<file path="config.mk">
export PLATFORM = sky130hd
export DESIGN_NAME = apb_subsystem
export DESIGN_NICKNAME = d
export VERILOG_FILES = /design/src/hdl/apb_subsys_pkg.sv /design/src/hdl/ahb_apb_bridge.sv /design/src/hdl/apb_slot_decode.sv /design/src/hdl/apb_subsystem.sv /design/src/hdl/irq_wake_ctrl.sv
export VERILOG_INCLUDE_DIRS = /design/src /design/src/hdl
export SDC_FILE = /design/constraint.sdc
export NUM_CORES = 1
export LEC_CHECK = 0
export BUFFER_PORTS_ARGS = -buffer_cell sky130_fd_sc_hd__buf_2
export CAP_MARGIN = 30
export CORE_AREA = 4 4 189 191
export DETAILED_ROUTE_END_ITERATION = 8
export DIE_AREA = 0 0 193 195
export GPL_ROUTABILITY_DRIVEN = 0
export PLACE_DENSITY = 0.4
export REMOVE_ABC_BUFFERS = 1
export SYNTH_ARGS = -nofsm -noshare
export SYNTH_HDL_FRONTEND = slang
export SYNTH_HIERARCHICAL = 1
export SYNTH_SLANG_ARGS = --single-unit
</file>
<file path="constraint.sdc">
create_clock -name i_hclk -period 5.19 [get_ports i_hclk]
set_input_delay 0.2595 -clock i_hclk [delete_from_list [all_inputs] [get_ports i_hclk]]
set_output_delay 0.2595 -clock i_hclk [all_outputs]
set_load 0.01 [all_outputs]
</file>
<file path="src/hdl/apb_subsys_consts.svh">
// Widths, APB slot map and interrupt register offsets for the APB subsystem
// Slot index is address bits 19:16, register offsets are the low SLOT_SHIFT bits
`ifndef APB_SUBSYS_CONSTS_SVH
`define APB_SUBSYS_CONSTS_SVH

//----------------------------------------------------------------------
// Bus widths
//----------------------------------------------------------------------
`define ADDR_W 32
`define DATA_W 32

//----------------------------------------------------------------------
// APB slot map
//----------------------------------------------------------------------
`define NUM_SLOTS 9
`define SLOT_BASE 32'h0080_0000 // Slot 0, 64 KiB per slot
`define SLOT_SHIFT 16
// Slots 4 and 7 unpopulated
`define SLOT_MAP 9'b1_0110_1111
`define IRQ_SLOT 6 // Power controller interrupt slave

//----------------------------------------------------------------------
// Interrupt sources and slave registers
//----------------------------------------------------------------------
`define IRQ_W 8
`define GPIO_IRQ_BIT 4
// Offsets inside one slot, SLOT_SHIFT bits wide
`define REG_STATUS 16'h0000
`define REG_CTRL 16'h0004

`endif

</file>
<file path="src/hdl/apb_subsys_pkg.sv">
// Bus and interrupt types shared by the bridge, decoder and interrupt slave
// APB selects travel apart from apb_req_t, one bit per slot
`default_nettype none

`include "apb_subsys_consts.svh"

package apb_subsys_pkg;

  // AHB-Lite master side, about 69 bits
  typedef struct packed {
    logic              hsel;
    logic [1:0]        htrans;    // NONSEQ 2'b10, SEQ 2'b11
    logic              hwrite;
    logic [`ADDR_W-1:0] haddr;
    logic [`DATA_W-1:0] hwdata;
    logic              hready_in; // Previous transfer done on the bus
  } ahb_req_t;

  typedef struct packed {
    logic [`DATA_W-1:0] hrdata;
    logic              hready;
    logic              hresp;     // 0 OKAY, 1 ERROR
  } ahb_rsp_t;

  //----------------------------------------------------------------------
  // APB side
  //----------------------------------------------------------------------
  typedef struct packed {
    logic [`ADDR_W-1:0] paddr;
    logic              pwrite;
    logic [`DATA_W-1:0] pwdata;
    logic              penable;
  } apb_req_t;

  typedef struct packed {
    logic [`DATA_W-1:0] prdata;
    logic              pready;
    logic              pslverr;   // Only valid with pready
  } apb_rsp_t;

  typedef logic [`NUM_SLOTS-1:0] slot_sel_t;      // One-hot or zero
  typedef apb_rsp_t [`NUM_SLOTS-1:0] apb_rsp_arr_t; // Indexed by slot
  typedef logic [`IRQ_W-1:0] irq_vec_t;

endpackage

`default_nettype wire

</file>
<file path="src/hdl/ahb_apb_bridge.sv">
// AHB-Lite slave to APB bridge, one APB transfer per AHB transfer, no pipelining
// hsize, hburst and hprot are not looked at; every access is a full word
`default_nettype none
`timescale 1ns/1ps

`include "apb_subsys_consts.svh"

module ahb_apb_bridge (
  input  logic                     i_hclk,
  input  logic                     i_arst_n,
  input  apb_subsys_pkg::ahb_req_t i_ahb,
  output apb_subsys_pkg::ahb_rsp_t o_ahb,
  output apb_subsys_pkg::apb_req_t o_apb,
  output logic                     o_psel,
  input  apb_subsys_pkg::apb_rsp_t i_apb
);

  typedef enum logic [2:0] {
    IDLE,   // hready high, waiting for a transfer
    SETUP,  // psel, no penable
    ACCESS, // psel and penable until pready
    ERR1,   // First ERROR cycle, hready low
    ERR2    // Second ERROR cycle, hready high
  } state_e;

  state_e state_q;
  state_e state_d;

  logic               hready_int;
  logic               accept;
  logic [`ADDR_W-1:0] addr_q;  // Address phase capture
  logic               write_q;
  logic [`DATA_W-1:0] wdata_q; // Held from setup on
  logic [`DATA_W-1:0] rdata_q;

  //----------------------------------------------------------------------
  // AHB side
  //----------------------------------------------------------------------
  assign hready_int = (state_q == IDLE) || (state_q == ERR2);
  // NONSEQ or SEQ, bus free and bridge ready
  assign accept = hready_int && i_ahb.hsel && i_ahb.htrans[1] && i_ahb.hready_in;

  assign o_ahb.hready = hready_int;
  assign o_ahb.hresp  = (state_q == ERR1) || (state_q == ERR2);
  assign o_ahb.hrdata = rdata_q;

  always_comb begin
    state_d = state_q;
    case (state_q)
      IDLE, ERR2: if (accept) state_d = SETUP; else state_d = IDLE;
      SETUP:      state_d = ACCESS;
      ACCESS: begin
        if (i_apb.pready) begin
          state_d = i_apb.pslverr ? ERR1 : IDLE;
        end
      end
      ERR1:       state_d = ERR2;
      default:    state_d = IDLE;
    endcase
  end

  always_ff @(posedge i_hclk or negedge i_arst_n) begin
    if (!i_arst_n) begin
      state_q <= IDLE;
    end else begin
      state_q <= state_d;
    end
  end

  // Transfer payload
  always_ff @(posedge i_hclk) begin
    if (accept) begin
      addr_q  <= i_ahb.haddr;
      write_q <= i_ahb.hwrite;
    end
    if (state_q == SETUP) wdata_q <= i_ahb.hwdata; // Data phase of the write
    if (state_q == ACCESS && i_apb.pready && !write_q) begin
      rdata_q <= i_apb.prdata;
    end
  end

  //----------------------------------------------------------------------
  // APB side
  //----------------------------------------------------------------------
  assign o_psel         = (state_q == SETUP) || (state_q == ACCESS);
  assign o_apb.penable  = (state_q == ACCESS);
  assign o_apb.paddr    = addr_q;
  assign o_apb.pwrite   = write_q;
  // Write data straight from AHB in setup, then the held copy
  assign o_apb.pwdata   = (state_q == SETUP) ? i_ahb.hwdata : wdata_q;

  // APB handshake order
  a_penable_needs_psel: assert property (
    @(posedge i_hclk) disable iff (!i_arst_n)
    o_apb.penable |-> o_psel
  ) else $error("penable without psel");

  a_setup_before_access: assert property (
    @(posedge i_hclk) disable iff (!i_arst_n)
    $rose(o_apb.penable) |-> $past(o_psel && !o_apb.penable)
  ) else $error("penable rose without a setup cycle");

endmodule

`default_nettype wire

</file>
<file path="src/hdl/apb_slot_decode.sv">
// APB slot select and response mux for the nine-slot map from SLOT_BASE
// Unpopulated or out-of-window addresses answer pready and pslverr at once
`default_nettype none
`timescale 1ns/1ps

`include "apb_subsys_consts.svh"

module apb_slot_decode (
  input  apb_subsys_pkg::apb_req_t     i_apb,
  input  logic                         i_psel,
  output apb_subsys_pkg::slot_sel_t    o_sel,
  input  apb_subsys_pkg::apb_rsp_arr_t i_rsp,
  output apb_subsys_pkg::apb_rsp_t     o_rsp
);

  localparam logic [`ADDR_W-1:0]    slot_base = `SLOT_BASE;
  localparam logic [`NUM_SLOTS-1:0] slot_map  = `SLOT_MAP;

  logic [3:0]                slot_idx;  // Address bits 19:16
  logic                      in_window; // Upper bits match the base
  apb_subsys_pkg::slot_sel_t hit;       // Populated slot addressed

  assign slot_idx  = i_apb.paddr[`SLOT_SHIFT+3:`SLOT_SHIFT];
  assign in_window = (i_apb.paddr[`ADDR_W-1:`SLOT_SHIFT+4]
                      == slot_base[`ADDR_W-1:`SLOT_SHIFT+4]);

  always_comb begin
    hit = '0;
    for (int i = 0; i < `NUM_SLOTS; i++) begin
      hit[i] = in_window && slot_map[i] && (slot_idx == 4'(i));
    end
  end

  assign o_sel = i_psel ? hit : '0; // No select outside a transfer

  //----------------------------------------------------------------------
  // Response mux
  //----------------------------------------------------------------------
  always_comb begin
    // Default is the unmapped answer
    o_rsp.prdata  = '0;
    o_rsp.pready  = 1'b1;
    o_rsp.pslverr = 1'b1;
    for (int i = 0; i < `NUM_SLOTS; i++) begin
      if (hit[i]) o_rsp = i_rsp[i];
    end
  end

  // At most one slot driven at a time
  always_comb begin
    a_sel_onehot0: assert ($onehot0(o_sel))
      else $error("more than one APB select high");
  end

endmodule

`default_nettype wire

</file>
<file path="src/hdl/apb_subsystem.sv">
// Peripheral bus core: AHB-Lite slave, nine-slot APB map, interrupt wake slave
// Single clock; external slots share o_apb and answer on i_apb_rsp
`default_nettype none
`timescale 1ns/1ps

`include "apb_subsys_consts.svh"

module apb_subsystem (
  input  logic                         i_hclk,
  input  logic                         i_arst_n,
  input  apb_subsys_pkg::ahb_req_t     i_ahb,
  output apb_subsys_pkg::ahb_rsp_t     o_ahb,
  output apb_subsys_pkg::apb_req_t     o_apb,     // Shared by all slots
  output apb_subsys_pkg::slot_sel_t    o_apb_sel,
  input  apb_subsys_pkg::apb_rsp_arr_t i_apb_rsp, // IRQ_SLOT entry unused
  input  apb_subsys_pkg::irq_vec_t     i_irq,
  output logic                         o_wake
);

  logic                         psel;     // Bridge transfer strobe
  apb_subsys_pkg::apb_rsp_t     dec_rsp;  // Selected slot answer
  apb_subsys_pkg::apb_rsp_t     irq_rsp;
  apb_subsys_pkg::apb_rsp_arr_t slot_rsp;

  ahb_apb_bridge u_bridge (
    .i_hclk   (i_hclk),
    .i_arst_n (i_arst_n),
    .i_ahb    (i_ahb),
    .o_ahb    (o_ahb),
    .o_apb    (o_apb),
    .o_psel   (psel),
    .i_apb    (dec_rsp)
  );

  // Internal slave replaces the external entry
  always_comb begin
    slot_rsp            = i_apb_rsp;
    slot_rsp[`IRQ_SLOT] = irq_rsp;
  end

  apb_slot_decode u_decode (
    .i_apb  (o_apb),
    .i_psel (psel),
    .o_sel  (o_apb_sel),
    .i_rsp  (slot_rsp),
    .o_rsp  (dec_rsp)
  );

  irq_wake_ctrl u_irq_wake (
    .i_hclk   (i_hclk),
    .i_arst_n (i_arst_n),
    .i_apb    (o_apb),
    .i_psel   (o_apb_sel[`IRQ_SLOT]),
    .o_rsp    (irq_rsp),
    .i_irq    (i_irq),
    .o_wake   (o_wake)
  );

endmodule

`default_nettype wire

</file>
<file path="src/hdl/irq_wake_ctrl.sv">
// APB slave with raw interrupt status and the memory isolate bit
// Zero wait states; unknown offsets read zero and ignore writes
`default_nettype none
`timescale 1ns/1ps

`include "apb_subsys_consts.svh"

module irq_wake_ctrl (
  input  logic                     i_hclk,
  input  logic                     i_arst_n,
  input  apb_subsys_pkg::apb_req_t i_apb,
  input  logic                     i_psel,
  output apb_subsys_pkg::apb_rsp_t o_rsp,
  input  apb_subsys_pkg::irq_vec_t i_irq,
  output logic                     o_wake
);

  logic [`SLOT_SHIFT-1:0] reg_off;   // Offset inside the slot
  logic                   ctrl_wr;
  logic                   isolate_q; // Memory isolated, hibernation
  logic                   wake_d;
  logic                   wake_q;

  assign reg_off = i_apb.paddr[`SLOT_SHIFT-1:0];

  //----------------------------------------------------------------------
  // Register access
  //----------------------------------------------------------------------
  // Writes land in the access cycle only
  assign ctrl_wr = i_psel && i_apb.penable && i_apb.pwrite && (reg_off == `REG_CTRL);

  always_ff @(posedge i_hclk or negedge i_arst_n) begin
    if (!i_arst_n) begin
      isolate_q <= 1'b0;
    end else if (ctrl_wr) begin
      isolate_q <= i_apb.pwdata[0]; // Other bits dropped
    end
  end

  always_comb begin
    case (reg_off)
      `REG_STATUS: o_rsp.prdata = {{(`DATA_W-`IRQ_W){1'b0}}, i_irq}; // Raw, unlatched
      `REG_CTRL:   o_rsp.prdata = {{(`DATA_W-1){1'b0}}, isolate_q};
      default:     o_rsp.prdata = '0;
    endcase
  end

  assign o_rsp.pready  = 1'b1; // Never stretches
  assign o_rsp.pslverr = 1'b0;

  //----------------------------------------------------------------------
  // Wake request
  //----------------------------------------------------------------------
  // Sleep: any source wakes. Hibernation: only GPIO wakes
  assign wake_d = ((|i_irq) && !isolate_q) || (isolate_q && i_irq[`GPIO_IRQ_BIT]);

  always_ff @(posedge i_hclk or negedge i_arst_n) begin
    if (!i_arst_n) begin
      wake_q <= 1'b0;
    end else begin
      wake_q <= wake_d;
    end
  end

  assign o_wake = wake_q;

  // Setup cycle alone must not touch the isolate bit
  a_no_write_in_setup: assert property (
    @(posedge i_hclk) disable iff (!i_arst_n)
    !i_apb.penable |=> $stable(isolate_q)
  ) else $error("isolate bit changed without penable");

endmodule

`default_nettype wire

</file>
Word level (Yosys, flattened, before mapping)
Index checks and enable logic that the tools add are counted.

Order comparisons: 0. Shift operators: 0. Bitwise logic cells: 0. Multiplexer cells: 14. Reductions and logical operators: 28. Add/subtract/negate cells: 0. Div/mod/pow operators: 0. Eq/ne operators: 13. Multiply operators: 0.

Operators with widths (count): $mux W34 (7); $mux W32 (1); $logic_and A1 B1 Y1 (17); $eq A16 B3 Y1 const B (1); $logic_not A16 Y1 (1); $pmux W8 S2 (1); $eq A12 B4 Y1 const B (1); $pmux W3 S4 (1); $mux W9 (1); $eq A4 B2 Y1 const B (2); $eq A4 B3 Y1 const B (2); $reduce_or A8 Y1 (1); $eq A3 B2 Y1 const B (2); $eq A4 B1 Y1 const B (1); $eq A4 B4 Y1 const B (1); $logic_not A4 Y1 (1); $logic_or A1 B1 Y1 (4); $eq A3 B1 Y1 const B (1); $eq A3 B3 Y1 const B (1); $logic_not A3 Y1 (1); $mux W3 (1); $logic_not A1 Y1 (2); $mux W2 (1); $ne A2 B2 Y1 const B (1); other kinds (2) (2).

Register bits: 102. Memories: 0. Memory bits (writable): 0. Output and inout bits: 110. Input bits: 385. Memory bits (read-only): 0. Bits in latches: 0.

Longest topological paths before layout
Gate-level depths: netlist of the first run.

Depth after elaboration: 12. Depth in mapped cells: 9. Mapped depth without buffers: 7.

Modules after synthesis
The synthesis of the first run kept the hierarchy.

Modules (own cells, without submodules): ahb_apb_bridge (instances 1, cells an instance 154, sequential area each 2667.6 µm², area an instance 3179.3 µm²); apb_slot_decode (instances 1, cells an instance 233, sequential area each 0.0 µm², area an instance 2127.0 µm²); irq_wake_ctrl (instances 1, cells an instance 52, sequential area each 50.0 µm², area an instance 415.4 µm²).

Worst setup path after synthesis of the first run
Ideal clock, no wire load.

Path type: reg2reg. Start: reg u_bridge.addr_q[17]. End: reg u_bridge.rdata_q[0], enable pin. Data arrival time: 3.944 ns. Cell stages (with the launch flop): 9. Data required time: 4.722 ns. Path slack: 0.778 ns. Library setup time: 0.468 ns. Cells stage by stage: edfxtp_1 -> buf_2 -> nor2b_1 -> buf_2 -> buf_2 -> nand2_1 -> o211ai_1 -> a31oi_1 -> nor3b_1.

RTL lines: from (decl) (RTL line ahb_apb_bridge.sv:31) `` logic [`ADDR_W-1:0] addr_q; ``; from (signal assigned) (RTL line ahb_apb_bridge.sv:73) `addr_q <= i_ahb.haddr;`; to (signal assigned) (RTL line ahb_apb_bridge.sv:78) `rdata_q <= i_apb.prdata;`; to (decl) (RTL line ahb_apb_bridge.sv:34) `` logic [`DATA_W-1:0] rdata_q; ``.

==> results of run 1 <==
-- layer usage --
layer	track usage, %	vias to the layer above	part of all wire (%)
li1	-	2427	-
met1	12.8	2362	38
met2	21.0	260	50
met3	4.29	30	11
met4	4.38	4	2.2
met5	0	-	0.12
-- through the flow --
step	utilization (%)	power (mW)	hold slack [ns]	instance area, um2
detailed placement	23.3	2.15	0.107	7960
global route	24.2	3.02	0.0218	8260
global placement	23.3	2.15	0.108	7960
floorplan	-	1.68	-0.0361	5350
CTS	24.2	2.90	0.0195	8260
finish	24.2	2.82	0.0568	8260
-- cell type report --
class                      instances  area share, %
clock buffer                      10           2.79
multi-input combinational        297           32.0
antenna                            1         0.0303
clock inverter                     6          0.727
sequential                       102           32.9
timing repair buffer             400           24.6
inverter                           2         0.0909
tap                              455           6.89
-- cell usage after synthesis, drive strengths merged --
| master | number | area [um2] |
|---|---|---|
| edfxtp | 65 | 1950 |
| buf | 55 | 432 |
| mux2 | 33 | 372 |
| dfxtp | 32 | 641 |
| and2 | 30 | 188 |
| mux4 | 27 | 608 |
| nand2 | 25 | 93.8 |
| a22o | 23 | 201 |
| a221o | 22 | 220 |
| nor2 | 16 | 60.1 |
| mux2i | 13 | 130 |
| clkbuf | 8 | 30.0 |
| o211ai | 7 | 52.6 |
| nor4 | 6 | 73.8 |
| o2111ai | 6 | 52.6 |
| a221oi | 5 | 43.8 |
| dfrtp | 5 | 125 |
| nand3b | 5 | 37.5 |
| o21ai | 5 | 25.0 |
| o22ai | 5 | 31.3 |
| nor2b | 4 | 25.0 |
| and4 | 3 | 26.3 |
| conb | 3 | 11.3 |
| nand2b | 3 | 18.8 |
| nand3 | 3 | 15.0 |
| nor3 | 3 | 20.0 |
| or4 | 3 | 26.3 |
| a21oi | 2 | 10.0 |
| a22oi | 2 | 15.0 |
| a31oi | 2 | 12.5 |
| inv | 2 | 7.51 |
| nand4 | 2 | 12.5 |
| nor3b | 2 | 26.3 |
| nor4b | 2 | 38.8 |
| a211o | 1 | 8.76 |
| a21o | 1 | 7.51 |
| a2bb2oi | 1 | 8.76 |
| and3 | 1 | 6.26 |
| and4b | 1 | 10.0 |
| and4bb | 1 | 12.5 |
| o21a | 1 | 7.51 |
| o21bai | 1 | 7.51 |
| or3b | 1 | 8.76 |
| or4b | 1 | 10.0 |
-- final timing paths --
path                       slack (ns)                    to           startpoint
max                              1.96  u_bridge/rdata_q[25]  u_bridge/addr_q[17]
max in group asynchronous        4.77  u_irq_wake/isolate_q             i_arst_n
max reg2reg                      1.96  u_bridge/rdata_q[25]  u_bridge/addr_q[17]
min reg2reg                      0.46   u_bridge/wdata_q[5]  u_bridge/wdata_q[5]
min in group asynchronous        0.26     u_irq_wake/o_wake             i_arst_n
min                              0.06    u_bridge/addr_q[6]            i_ahb[39]
-- registers in the layout (all words and copies together), names as in the netlist --
register	cells
u_bridge/write_q	1
u_bridge/addr_q	32
u_bridge/rdata_q	32
u_irq_wake/isolate_q	1
u_bridge/wdata_q	32
u_irq_wake/o_wake	1
u_bridge/state_q	3
-- cell families after synthesis --
group	after synthesis	share of synthesized area [%]
AO/OA/AOI/OAI	84	12.3
buffers and inverters	65	8.20
flip-flops	102	47.5
multiplexers	73	19.4
other	3	0.197
AND/OR/NAND/NOR	112	12.4
-- power groups by stage --
stage	registers [mW]	logic (mW)	clock network [mW]
finish	1.15	0.953	0.712
global route	1.18	1.05	0.786
CTS	1.16	0.981	0.758
detailed placement	1.17	0.978	0
global placement	1.17	0.977	0
floorplan	1.20	0.474	0
==> impl_metrics.prom, run 1 <==
# TYPE chip_impl_metric gauge
chip_impl_metric{name="dpl.cell_count",unit=""} 1255
chip_impl_metric{name="sequential_cell_area",unit="um2"} 2720
chip_impl_metric{name="crit_path_max_incr_delay",unit="ns"} 0.95
chip_impl_metric{name="crit_path_max_fanout",unit=""} 39
chip_impl_metric{name="finalWorstPathRequiredPeriod",unit="ns"} 3.23
chip_impl_metric{name="timing.slew.headroom",unit="%"} 36.3
chip_impl_metric{name="first_pass_grt_wire_length",unit="um"} 33000
chip_impl_info{name="grt_setup_unrepaired",value="no"} 1
chip_impl_metric{name="num-fill-cells",unit=""} 3701
chip_impl_metric{name="total_length_of_routed_wires",unit="um"} 23300
chip_impl_info{name="startpoint_type",value="flop"} 1
chip_impl_metric{name="clk_pin_slew_worst_paths",unit="ns"} 0.08
chip_impl_metric{name="detail_route.wl_per_cell",unit="um"} 18.3
chip_impl_metric{name="worst_slew_pin_slew",unit="ns"} 0.956
chip_impl_metric{name="first_iter_violations",unit=""} 155
chip_impl_metric{name="hold-path-cell-count",unit=""} 1
chip_impl_metric{name="fin_cells",unit=""} 1273
chip_impl_metric{name="clock_tree.buffer_depth",unit=""} 2
chip_impl_metric{name="place_ws",unit="ns"} 1.86
chip_impl_metric{name="cp.buffers_inverters",unit=""} 1
chip_impl_metric{name="die_area",unit="um2"} 37600
chip_impl_metric{name="grt_start_max_net_pins",unit=""} 40
chip_impl_metric{name="finalCritPeriodShare",unit="%"} 62.2
chip_impl_info{name="layout.cells.most_common_list",value="389 x sky130_fd_sc_hd__buf_2, 65 x sky130_fd_sc_hd__edfxtp_1, 32 x sky130_fd_sc_hd__dfxtp_1"} 1
chip_impl_metric{name="synth_area",unit="um2"} 5720
chip_impl_metric{name="fin_tns_setup",unit="ns"} 0
chip_impl_info{name="mostFrequentLayoutCell",value="sky130_fd_sc_hd__buf_2"} 1
chip_impl_metric{name="worst_slack",unit="ns"} 1.96
chip_impl_metric{name="number_of_antenna_violations_at_the_first_check_in_global_routing",unit=""} 3
chip_impl_metric{name="detailedPlacementHpwl",unit="um"} 18600
chip_impl_metric{name="max-cap-violations",unit=""} 0
chip_impl_metric{name="die_ht",unit="um"} 195
chip_impl_metric{name="design.core.area",unit="um2"} 34100
chip_impl_metric{name="grt_pass1_vias",unit=""} 5525
chip_impl_metric{name="synth.lib_cells_used.distinct",unit=""} 55
chip_impl_info{name="list_of_cells_traversed_by_the_critical_path",value="buf_4, nand2b_1, a21oi_1, o2111ai_1, a221oi_1"} 1
chip_impl_metric{name="share_comb_of_total_power",unit="%"} 33.8
chip_impl_info{name="slowest_stage",value="sky130_fd_sc_hd__edfxtp_1"} 1
chip_impl_metric{name="number_of_h_tree_levels",unit=""} 3
chip_impl_metric{name="ys_ff_latch",unit=""} 102
chip_impl_metric{name="worst-path-stages",unit=""} 5
chip_impl_metric{name="flow.area_growth_from_synthesis",unit="%"} 44.4
chip_impl_metric{name="final.setup_skew",unit="ns"} 0.0101
chip_impl_metric{name="power_density_over_the_cells",unit="nW/um2"} 341
chip_impl_info{name="critical-path-top-delay-family",value="flip-flops"} 1
chip_impl_metric{name="finalHoldViolCount",unit=""} 0
chip_impl_metric{name="clock-sinks",unit=""} 102
chip_impl_metric{name="internal-power",unit="mW"} 1.89
chip_impl_info{name="min-delay-path-class",value="primary input to flop"} 1
chip_impl_metric{name="share_clk_of_total_power",unit="%"} 25.3
chip_impl_metric{name="placementRows",unit=""} 68
chip_impl_metric{name="cts_setup_buffers",unit=""} 0
chip_impl_metric{name="share_seq_of_total_power",unit="%"} 40.9
chip_impl_metric{name="netSwitchingFraction",unit="%"} 33.1
chip_impl_info{name="result_of_the_run",value="completed"} 1
chip_impl_metric{name="detailroute.via_count",unit=""} 5083
chip_impl_metric{name="starting_density",unit="%"} 16.8
chip_impl_metric{name="reg2reg_depth",unit=""} 5
chip_impl_metric{name="post_route_cells_drive_above_1_share",unit="%"} 59.4
chip_impl_metric{name="synth_seq_area_share",unit="%"} 47.5
chip_impl_metric{name="yosysWarningCount",unit=""} 6
chip_impl_metric{name="detail_route.first_pass.iterations",unit=""} 4
chip_impl_info{name="end_kind",value="flop"} 1
chip_impl_metric{name="final_antenna_net_count",unit=""} 0
chip_impl_metric{name="buffer_ports.inserted",unit=""} 389
chip_impl_metric{name="drc",unit=""} 0
chip_impl_metric{name="avgViaCountPerCell",unit=""} 3.99
chip_impl_metric{name="finalSetupViolations",unit=""} 0
chip_impl_metric{name="die_width",unit="um"} 193
chip_impl_metric{name="synthesis.instances",unit=""} 439
chip_impl_metric{name="power.leakage",unit="nW"} 3.64
chip_impl_metric{name="cts_resized",unit=""} 0
chip_impl_metric{name="arrival",unit="ns"} 3.29
chip_impl_metric{name="worstPathRequired",unit="ns"} 5.25
chip_impl_metric{name="ir_drop_worst_vdd",unit="V"} 0.000240
chip_impl_metric{name="hold_buffers",unit=""} 1
chip_impl_metric{name="design.portCount",unit=""} 495
chip_impl_metric{name="cts_inserted_buffers",unit=""} 9
chip_impl_metric{name="design.final.nets",unit=""} 1197
chip_impl_info{name="cts_root_buf",value="sky130_fd_sc_hd__clkbuf_16"} 1
chip_impl_info{name="path_class",value="flop to flop"} 1
chip_impl_metric{name="p_sw",unit="mW"} 0.934
chip_impl_metric{name="synthesis.area_per_instance",unit="um2"} 13.0
chip_impl_metric{name="clk-insertion-delay-late",unit="ns"} 0.38
chip_impl_metric{name="fmaxAchievable",unit="GHz"} 0.310
chip_impl_metric{name="multi_input_logic_area",unit="um2"} 2640
chip_impl_metric{name="global_route.usage.total",unit="%"} 11.8
chip_impl_metric{name="drv_slew",unit=""} 0
chip_impl_metric{name="grt.overflow.total",unit=""} 0
chip_impl_info{name="cts_tree",value="done"} 1
No activity file was read; power rests on OpenSTA's default activity.
==> inputs of run 2 (changes only) <==
Settings changed: CORE_AREA 4 4 189 191 to 4 4 188 190, DIE_AREA 0 0 193 195 to 0 0 192 194, PLACE_DENSITY 0.4 to 0.42.
Clock period 5.19 ns to 2.9 ns, I/O delays scaled along.
==> run 2 against run 1 <==
  * Combinational power increased by 89%
  * Clock power grew 85%
  * Setup slack got worse by 1.6 ns
  * Clock skew up 0.0090 ns
  * Total power up 84%
  * Count of clock-buffer cells in the layout fell by 1
  * Largest cell class is now non-clock buffers
==> impl_metrics.prom, run 2 (synthesis gave the netlist of run 1 again) <==
# TYPE chip_impl_metric gauge
chip_impl_metric{name="clk_pin_slew_worst_paths",unit="ns"} 0.08
chip_impl_metric{name="fmaxAchievable",unit="GHz"} 0.389
chip_impl_metric{name="met1_length",unit="um"} 9320
chip_impl_metric{name="wl_met2",unit="um"} 12700
chip_impl_metric{name="die_area",unit="um2"} 37200
chip_impl_metric{name="final_area",unit="um2"} 9010
chip_impl_metric{name="grt.overflow.total",unit=""} 0
chip_impl_info{name="worstReg2RegStart",value="u_bridge/addr_q[17]"} 1
chip_impl_metric{name="hold-path-cell-count",unit=""} 2
chip_impl_metric{name="final_antenna_net_count",unit=""} 0
chip_impl_metric{name="total_length_of_routed_wires",unit="um"} 24900
chip_impl_metric{name="avgViaCountPerCell",unit=""} 3.99
chip_impl_metric{name="cts_setup_buffers",unit=""} 0
chip_impl_metric{name="finalWorstPathRequiredPeriod",unit="ns"} 2.57
chip_impl_metric{name="max-cap-violations",unit=""} 0
chip_impl_metric{name="power_density_over_the_cells",unit="nW/um2"} 574
chip_impl_metric{name="routed_wl_met3",unit="um"} 2460
chip_impl_info{name="min-delay-path-class",value="primary input to flop"} 1
chip_impl_metric{name="worst_slew_pin_slew",unit="ns"} 0.503
chip_impl_info{name="timing.rr.end",value="u_bridge/rdata_q[14]"} 1
chip_impl_info{name="topmost_layer_with_routed_signal_wires",value="met5"} 1
chip_impl_metric{name="post_route_cells_drive_above_1_share",unit="%"} 56.2
chip_impl_info{name="end_kind",value="output port"} 1
chip_impl_info{name="largestRegisters",value="u_bridge/addr_q (32), u_bridge/rdata_q (32), u_bridge/wdata_q (32)"} 1
chip_impl_metric{name="clock-sinks",unit=""} 102
chip_impl_metric{name="design.core.area",unit="um2"} 33400
chip_impl_metric{name="die_width",unit="um"} 192
chip_impl_metric{name="buffer_ports.inserted",unit=""} 389
chip_impl_metric{name="global_route.usage.total",unit="%"} 12.8
chip_impl_info{name="layout.cells.most_common_list",value="389 x sky130_fd_sc_hd__buf_2, 65 x sky130_fd_sc_hd__edfxtp_1, 59 x sky130_fd_sc_hd__dlygate4sd3_1"} 1
chip_impl_metric{name="hold_buffers",unit=""} 59
chip_impl_metric{name="finalSetupViolations",unit=""} 0
chip_impl_metric{name="final.setup_skew",unit="ns"} 0.0191
chip_impl_metric{name="number_of_h_tree_levels",unit=""} 3
chip_impl_info{name="worst_hold_path.endpoint",value="u_bridge/wdata_q[13]"} 1
chip_impl_metric{name="grt_start_max_net_pins",unit=""} 37
chip_impl_metric{name="design.final.nets",unit=""} 1271
chip_impl_metric{name="arrival",unit="ns"} 2.43
chip_impl_info{name="path_class",value="flop to output port"} 1
chip_impl_metric{name="power.leakage",unit="nW"} 3.97
chip_impl_metric{name="dpl-instance-area",unit="um2"} 8100
chip_impl_metric{name="starting_density",unit="%"} 17.1
chip_impl_metric{name="reg2reg_depth",unit=""} 7
chip_impl_metric{name="drc",unit=""} 0
chip_impl_metric{name="timing.slew.headroom",unit="%"} 66.5
chip_impl_metric{name="clock_tree.buffer_depth",unit=""} 2
chip_impl_metric{name="drv_slew",unit=""} 0
chip_impl_metric{name="design.portCount",unit=""} 495
chip_impl_metric{name="ir_drop_worst_vdd",unit="V"} 0.000456
chip_impl_metric{name="die_ht",unit="um"} 194
chip_impl_metric{name="first_pass_grt_wire_length",unit="um"} 35800
chip_impl_metric{name="cts_resized",unit=""} 0
chip_impl_metric{name="setup.reg_to_reg.worst_slack",unit="ns"} 0.51
chip_impl_metric{name="finalHoldWorstSlack",unit="ns"} 0.0294
chip_impl_metric{name="first_iter_violations",unit=""} 133
chip_impl_metric{name="grt_pass1_vias",unit=""} 5802
chip_impl_metric{name="finalHoldViolCount",unit=""} 0
chip_impl_metric{name="clk-insertion-delay-late",unit="ns"} 0.37
chip_impl_metric{name="finalCritPeriodShare",unit="%"} 88.7
chip_impl_info{name="result_of_the_run",value="completed"} 1
chip_impl_metric{name="detailroute.via_count",unit=""} 5348
chip_impl_info{name="worst_hold_startpoint",value="i_ahb[14]"} 1
chip_impl_metric{name="detailedPlacementHpwl",unit="um"} 19900
chip_impl_metric{name="detail_route.wl_per_cell",unit="um"} 18.6
chip_impl_metric{name="cts_inserted_buffers",unit=""} 9
chip_impl_info{name="cts_root_buf",value="sky130_fd_sc_hd__clkbuf_16"} 1
chip_impl_metric{name="number_of_antenna_violations_at_the_first_check_in_global_routing",unit=""} 4
chip_impl_metric{name="detail_route.first_pass.iterations",unit=""} 4
chip_impl_info{name="startpoint_type",value="flop"} 1
chip_impl_info{name="cts_tree",value="done"} 1
chip_impl_metric{name="flow.area_growth_from_synthesis",unit="%"} 57.5
chip_impl_metric{name="crit_path_max_fanout",unit=""} 8
chip_impl_metric{name="num-fill-cells",unit=""} 3601
chip_impl_info{name="mostFrequentLayoutCell",value="sky130_fd_sc_hd__buf_2"} 1
chip_impl_info{name="grt_setup_unrepaired",value="no"} 1
chip_impl_metric{name="worstPathRequired",unit="ns"} 2.76
chip_impl_metric{name="finalCoreUtilization",unit="%"} 26.9
chip_impl_metric{name="placementRows",unit=""} 67
## run 2: changes by cell type in the layout (fill, tap and decap cells not counted)
cell | previous run | this run
sky130_fd_sc_hd__clkinv_8 | 0 | 2
sky130_fd_sc_hd__inv_12 | 0 | 1
sky130_fd_sc_hd__inv_8 | 4 | 2
sky130_fd_sc_hd__diode_2 | 1 | 3
sky130_fd_sc_hd__nor2b_2 | 1 | 2
sky130_fd_sc_hd__buf_4 | 10 | 23
sky130_fd_sc_hd__nor2b_4 | 1 | 0
sky130_fd_sc_hd__buf_12 | 0 | 3
sky130_fd_sc_hd__clkbuf_2 | 1 | 0
sky130_fd_sc_hd__dlygate4sd3_1 | 1 | 59
## run 2: power by group
group	internal [mW]	switching, mW	total (mW)
Sequential	1.94	0.117	2.06
Combinational	0.887	0.910	1.80
Clock	0.627	0.696	1.32
## run 2: worst max-delay path by stage
| stage | slack (ns) | cells after the start | start | end |
|---|---|---|---|---|
| after floorplan | -2.92 | 5 | u_bridge/addr_q[16] | u_bridge/rdata_q[0] |
| after global placement | 0.47 | 7 | u_bridge/addr_q[17] | u_bridge/rdata_q[10] |
| after detailed placement | 0.47 | 7 | u_bridge/addr_q[17] | u_bridge/rdata_q[9] |
| after CTS | 0.20 | 6 | u_bridge/addr_q[21] | o_apb_sel[0] |
| after global routing | 0.11 | 6 | u_bridge/addr_q[21] | o_apb_sel[0] |
| final | 0.33 | 6 | u_bridge/addr_q[31] | o_apb_sel[0] |
## run 2: metrics by stage
stage / std cells / setup TNS [ns] / setup WS, ns / power [mW]
final: 1342 / 0 / 0.327 / 5.18
after global routing: 1340 / 0 / 0.107 / 5.52
after global placement: 1264 / 0 / 0.472 / 3.85
after detailed placement: 1264 / 0 / 0.467 / 3.86
after CTS: 1339 / 0 / 0.196 / 5.30
after floorplan: 401 / -101.02 / -2.92 / 3.00
## run 2: layout make-up
cell class / count / area (um2) / share of cell area [%]
diodes: 3 / 7.51 / 0.0833
clock buffers: 9 / 225 / 2.50
clock inverters: 7 / 86.3 / 0.958
inverters: 2 / 7.51 / 0.0833
multi-input cells: 297 / 2640 / 29.3
flip-flops and latches: 102 / 2720 / 30.1
well taps: 448 / 561 / 6.22
repair buffers: 474 / 2770 / 30.7
## run 2: routing by layer
| layer | vias to the layer above | global-route usage, % |
|---|---|---|
| met5 | - | 0 |
| met3 | 24 | 4.45 |
| li1 | 2574 | - |
| met2 | 252 | 23.3 |
| met1 | 2496 | 14.2 |
| met4 | 2 | 3.20 |
## run 2: critical path: stages (launching register included)
cell,delay (ns)
sky130_fd_sc_hd__edfxtp_1,0.44
sky130_fd_sc_hd__nor4b_4,0.48
sky130_fd_sc_hd__and4_1,0.47
sky130_fd_sc_hd__buf_4,0.25
sky130_fd_sc_hd__nand2_1,0.12
sky130_fd_sc_hd__nor3_1,0.13
sky130_fd_sc_hd__buf_2,0.17
==> inputs of run 3 (changes only) <==
Settings changed: CORE_AREA 4 4 188 190 to 4 4 191 193, CTS_BUF_LIST set to sky130_fd_sc_hd__clkbuf_2 sky130_fd_sc_hd__clkbuf_4 sky130_fd_sc_hd__clkbuf_8, DIE_AREA 0 0 192 194 to 0 0 195 197, PLACE_DENSITY 0.42 to 0.41, SETUP_SLACK_MARGIN set to 0.1, SLEW_MARGIN set to 20.
==> run 3 against run 2 <==
  * Clock skew shrank 0.0059 ns
  * Die area rose by 3.1%
  * First-iteration DRC count increased by 17%
  * Utilization fell by 0.23 points
  * Clock power down 28%
  * Design area is 2.4% higher
  * Maximum frequency is 0.32% higher
  * Count of clock-buffer cells in the layout increased by 1
  * Worst hold slack gained 0.032 ns
  * Non-clock buffer count grew 26
  * Largest cell class unchanged
==> impl_metrics.prom, run 3 (synthesis gave the netlist of run 1 again) <==
# TYPE chip_impl_metric gauge
chip_impl_metric{name="cp.buffers_inverters",unit=""} 2
chip_impl_info{name="list_of_cells_traversed_by_the_critical_path",value="buf_12, nor4b_2, and4_2, and2_1, buf_2"} 1
chip_impl_metric{name="finalCoreUtilization",unit="%"} 26.7
chip_impl_metric{name="fin_tns_setup",unit="ns"} 0
chip_impl_metric{name="ir_drop_worst_vdd",unit="V"} 0.000503
chip_impl_metric{name="arrival",unit="ns"} 2.42
chip_impl_metric{name="design.portCount",unit=""} 495
chip_impl_info{name="cts_root_buf",value="sky130_fd_sc_hd__clkbuf_8"} 1
chip_impl_metric{name="worstPathRequired",unit="ns"} 2.76
chip_impl_metric{name="die_area",unit="um2"} 38400
chip_impl_metric{name="grt_start_max_net_pins",unit=""} 45
chip_impl_metric{name="worst_slack",unit="ns"} 0.336
chip_impl_metric{name="detail_route.first_pass.iterations",unit=""} 4
chip_impl_metric{name="finalCritPeriodShare",unit="%"} 88.4
chip_impl_metric{name="avgViaCountPerCell",unit=""} 3.97
chip_impl_metric{name="cts_setup_buffers",unit=""} 0
chip_impl_metric{name="buffer_ports.inserted",unit=""} 389
chip_impl_metric{name="design.core.area",unit="um2"} 34500
chip_impl_info{name="end_kind",value="output port"} 1
chip_impl_metric{name="final.setup_skew",unit="ns"} 0.0132
chip_impl_metric{name="crit_path_max_incr_delay",unit="ns"} 0.60
chip_impl_metric{name="detailedPlacementHpwl",unit="um"} 19300
chip_impl_metric{name="global_route.usage.total",unit="%"} 12.3
chip_impl_metric{name="clock-sinks",unit=""} 102
chip_impl_info{name="mostFrequentLayoutCell",value="sky130_fd_sc_hd__buf_2"} 1
chip_impl_metric{name="finalSetupViolations",unit=""} 0
chip_impl_metric{name="max-cap-violations",unit=""} 0
chip_impl_metric{name="clk-insertion-delay-late",unit="ns"} 0.41
chip_impl_metric{name="crit_path_max_fanout",unit=""} 44
chip_impl_metric{name="finalHoldViolCount",unit=""} 0
chip_impl_metric{name="detail_route.wl_per_cell",unit="um"} 17.9
chip_impl_metric{name="die_ht",unit="um"} 197
chip_impl_metric{name="power_density_over_the_cells",unit="nW/um2"} 526
chip_impl_metric{name="clk_pin_slew_worst_paths",unit="ns"} 0.12
chip_impl_metric{name="power.leakage",unit="nW"} 4.03
chip_impl_metric{name="total_length_of_routed_wires",unit="um"} 24600
chip_impl_metric{name="drv_slew",unit=""} 0
chip_impl_metric{name="first_pass_grt_wire_length",unit="um"} 35800
chip_impl_metric{name="finalHoldWorstSlack",unit="ns"} 0.0613
chip_impl_info{name="min-delay-path-class",value="primary input to flop"} 1
chip_impl_info{name="layout.cells.most_common_list",value="389 x sky130_fd_sc_hd__buf_2, 92 x sky130_fd_sc_hd__dlygate4sd3_1, 65 x sky130_fd_sc_hd__edfxtp_1"} 1
chip_impl_info{name="result_of_the_run",value="completed"} 1
chip_impl_info{name="cts_tree",value="done"} 1
chip_impl_info{name="path_class",value="flop to output port"} 1
chip_impl_metric{name="cts_inserted_buffers",unit=""} 9
chip_impl_metric{name="final_antenna_net_count",unit=""} 0
chip_impl_metric{name="die_width",unit="um"} 195
chip_impl_metric{name="number_of_antenna_violations_at_the_first_check_in_global_routing",unit=""} 1
chip_impl_metric{name="place_ws",unit="ns"} 0.340
chip_impl_metric{name="timing.slew.headroom",unit="%"} 54.7
chip_impl_info{name="grt_setup_unrepaired",value="no"} 1
chip_impl_metric{name="number_of_h_tree_levels",unit=""} 3
chip_impl_metric{name="post_route_cells_drive_above_1_share",unit="%"} 54.0
chip_impl_metric{name="placementRows",unit=""} 68
chip_impl_info{name="startpoint_type",value="flop"} 1
chip_impl_metric{name="first_iter_violations",unit=""} 155
chip_impl_metric{name="fmaxAchievable",unit="GHz"} 0.390
chip_impl_metric{name="clock_tree.buffer_depth",unit=""} 2
chip_impl_metric{name="grt_pass1_vias",unit=""} 5922
chip_impl_metric{name="flow.area_growth_from_synthesis",unit="%"} 61.3
chip_impl_metric{name="totalPowerFinal",unit="mW"} 4.86
chip_impl_metric{name="detailroute.via_count",unit=""} 5452
chip_impl_metric{name="grt.overflow.total",unit=""} 0
chip_impl_metric{name="starting_density",unit="%"} 16.6
chip_impl_metric{name="finalWorstPathRequiredPeriod",unit="ns"} 2.56
chip_impl_metric{name="worst_slew_pin_slew",unit="ns"} 0.679
chip_impl_info{name="slowest_stage",value="sky130_fd_sc_hd__edfxtp_1"} 1
chip_impl_metric{name="design.final.nets",unit=""} 1297
chip_impl_info{name="critical-path-top-delay-family",value="simple AND/OR/NAND/NOR gates"} 1
chip_impl_info{name="largestRegisters",value="u_bridge/addr_q (32), u_bridge/rdata_q (32), u_bridge/wdata_q (32)"} 1
chip_impl_metric{name="drc",unit=""} 0
## run 3: metrics by stage
step	instances	instance area, um2
floorplan	401	5350
global placement	1264	8100
detailed placement	1264	8100
CTS	1372	9220
global route	1373	9230
finish	1375	9230
## run 3: layer usage
layer	global-route usage, %	part of all wire, %	up-vias
met5	0	0	-
met2	21.9	50	251
met3	4.60	9.0	20
met4	3.10	1.4	0
met1	14.1	39	2552
li1	-	-	2629
## run 3: final timing paths
path | from | to | slack, ns | cells after the start
hold / removal | i_ahb[68] | u_bridge/state_q[0] | 0.06 | 3
min in group asynchronous | i_arst_n | u_bridge/state_q[2] | 0.09 | 2
max in group asynchronous | i_arst_n | u_irq_wake/o_wake | 2.65 | 2
setup reg to reg | u_bridge/addr_q[17] | u_bridge/rdata_q[12] | 0.36 | 6
setup / recovery | u_bridge/addr_q[17] | o_apb_sel[8] | 0.34 | 5
hold reg to reg | u_bridge/wdata_q[4] | u_bridge/wdata_q[4] | 0.47 | 1
## run 3: tightest hold or removal path, cell delays in order
cell                        delay (ns)
sky130_fd_sc_hd__buf_2            0.09
sky130_fd_sc_hd__nand4_1          0.12
sky130_fd_sc_hd__a2bb2oi_1        0.09
## run 3: timing repair
item | 4_1_cts | 5_1_grt
gates resized for setup | 1 | 1
endpoints found under the hold margin | 95 | 0
hold buffers | 92 | 0
setup endpoints to repair | 1 | 1
## run 3: area by class of cell
| type | instances | area [um2] |
|---|---|---|
| Multi-Input combinational cell | 297 | 2650 |
| Clock inverter | 6 | 62.6 |
| Inverter | 2 | 7.51 |
| Antenna cell | 3 | 7.51 |
| Clock buffer | 10 | 131 |
| Timing Repair Buffer | 500 | 3090 |
| Fill cell | 3686 | 25300 |
| Sequential cell | 102 | 2720 |
| Tap cell | 455 | 569 |
## run 3: where the power goes
group | switching [mW] | leakage, nW | internal, mW
combinational | 0.927 | 3.01 | 0.930
clock | 0.599 | 0.0996 | 0.345
sequential | 0.119 | 0.917 | 1.94
total | 1.64 | 4.03 | 3.21
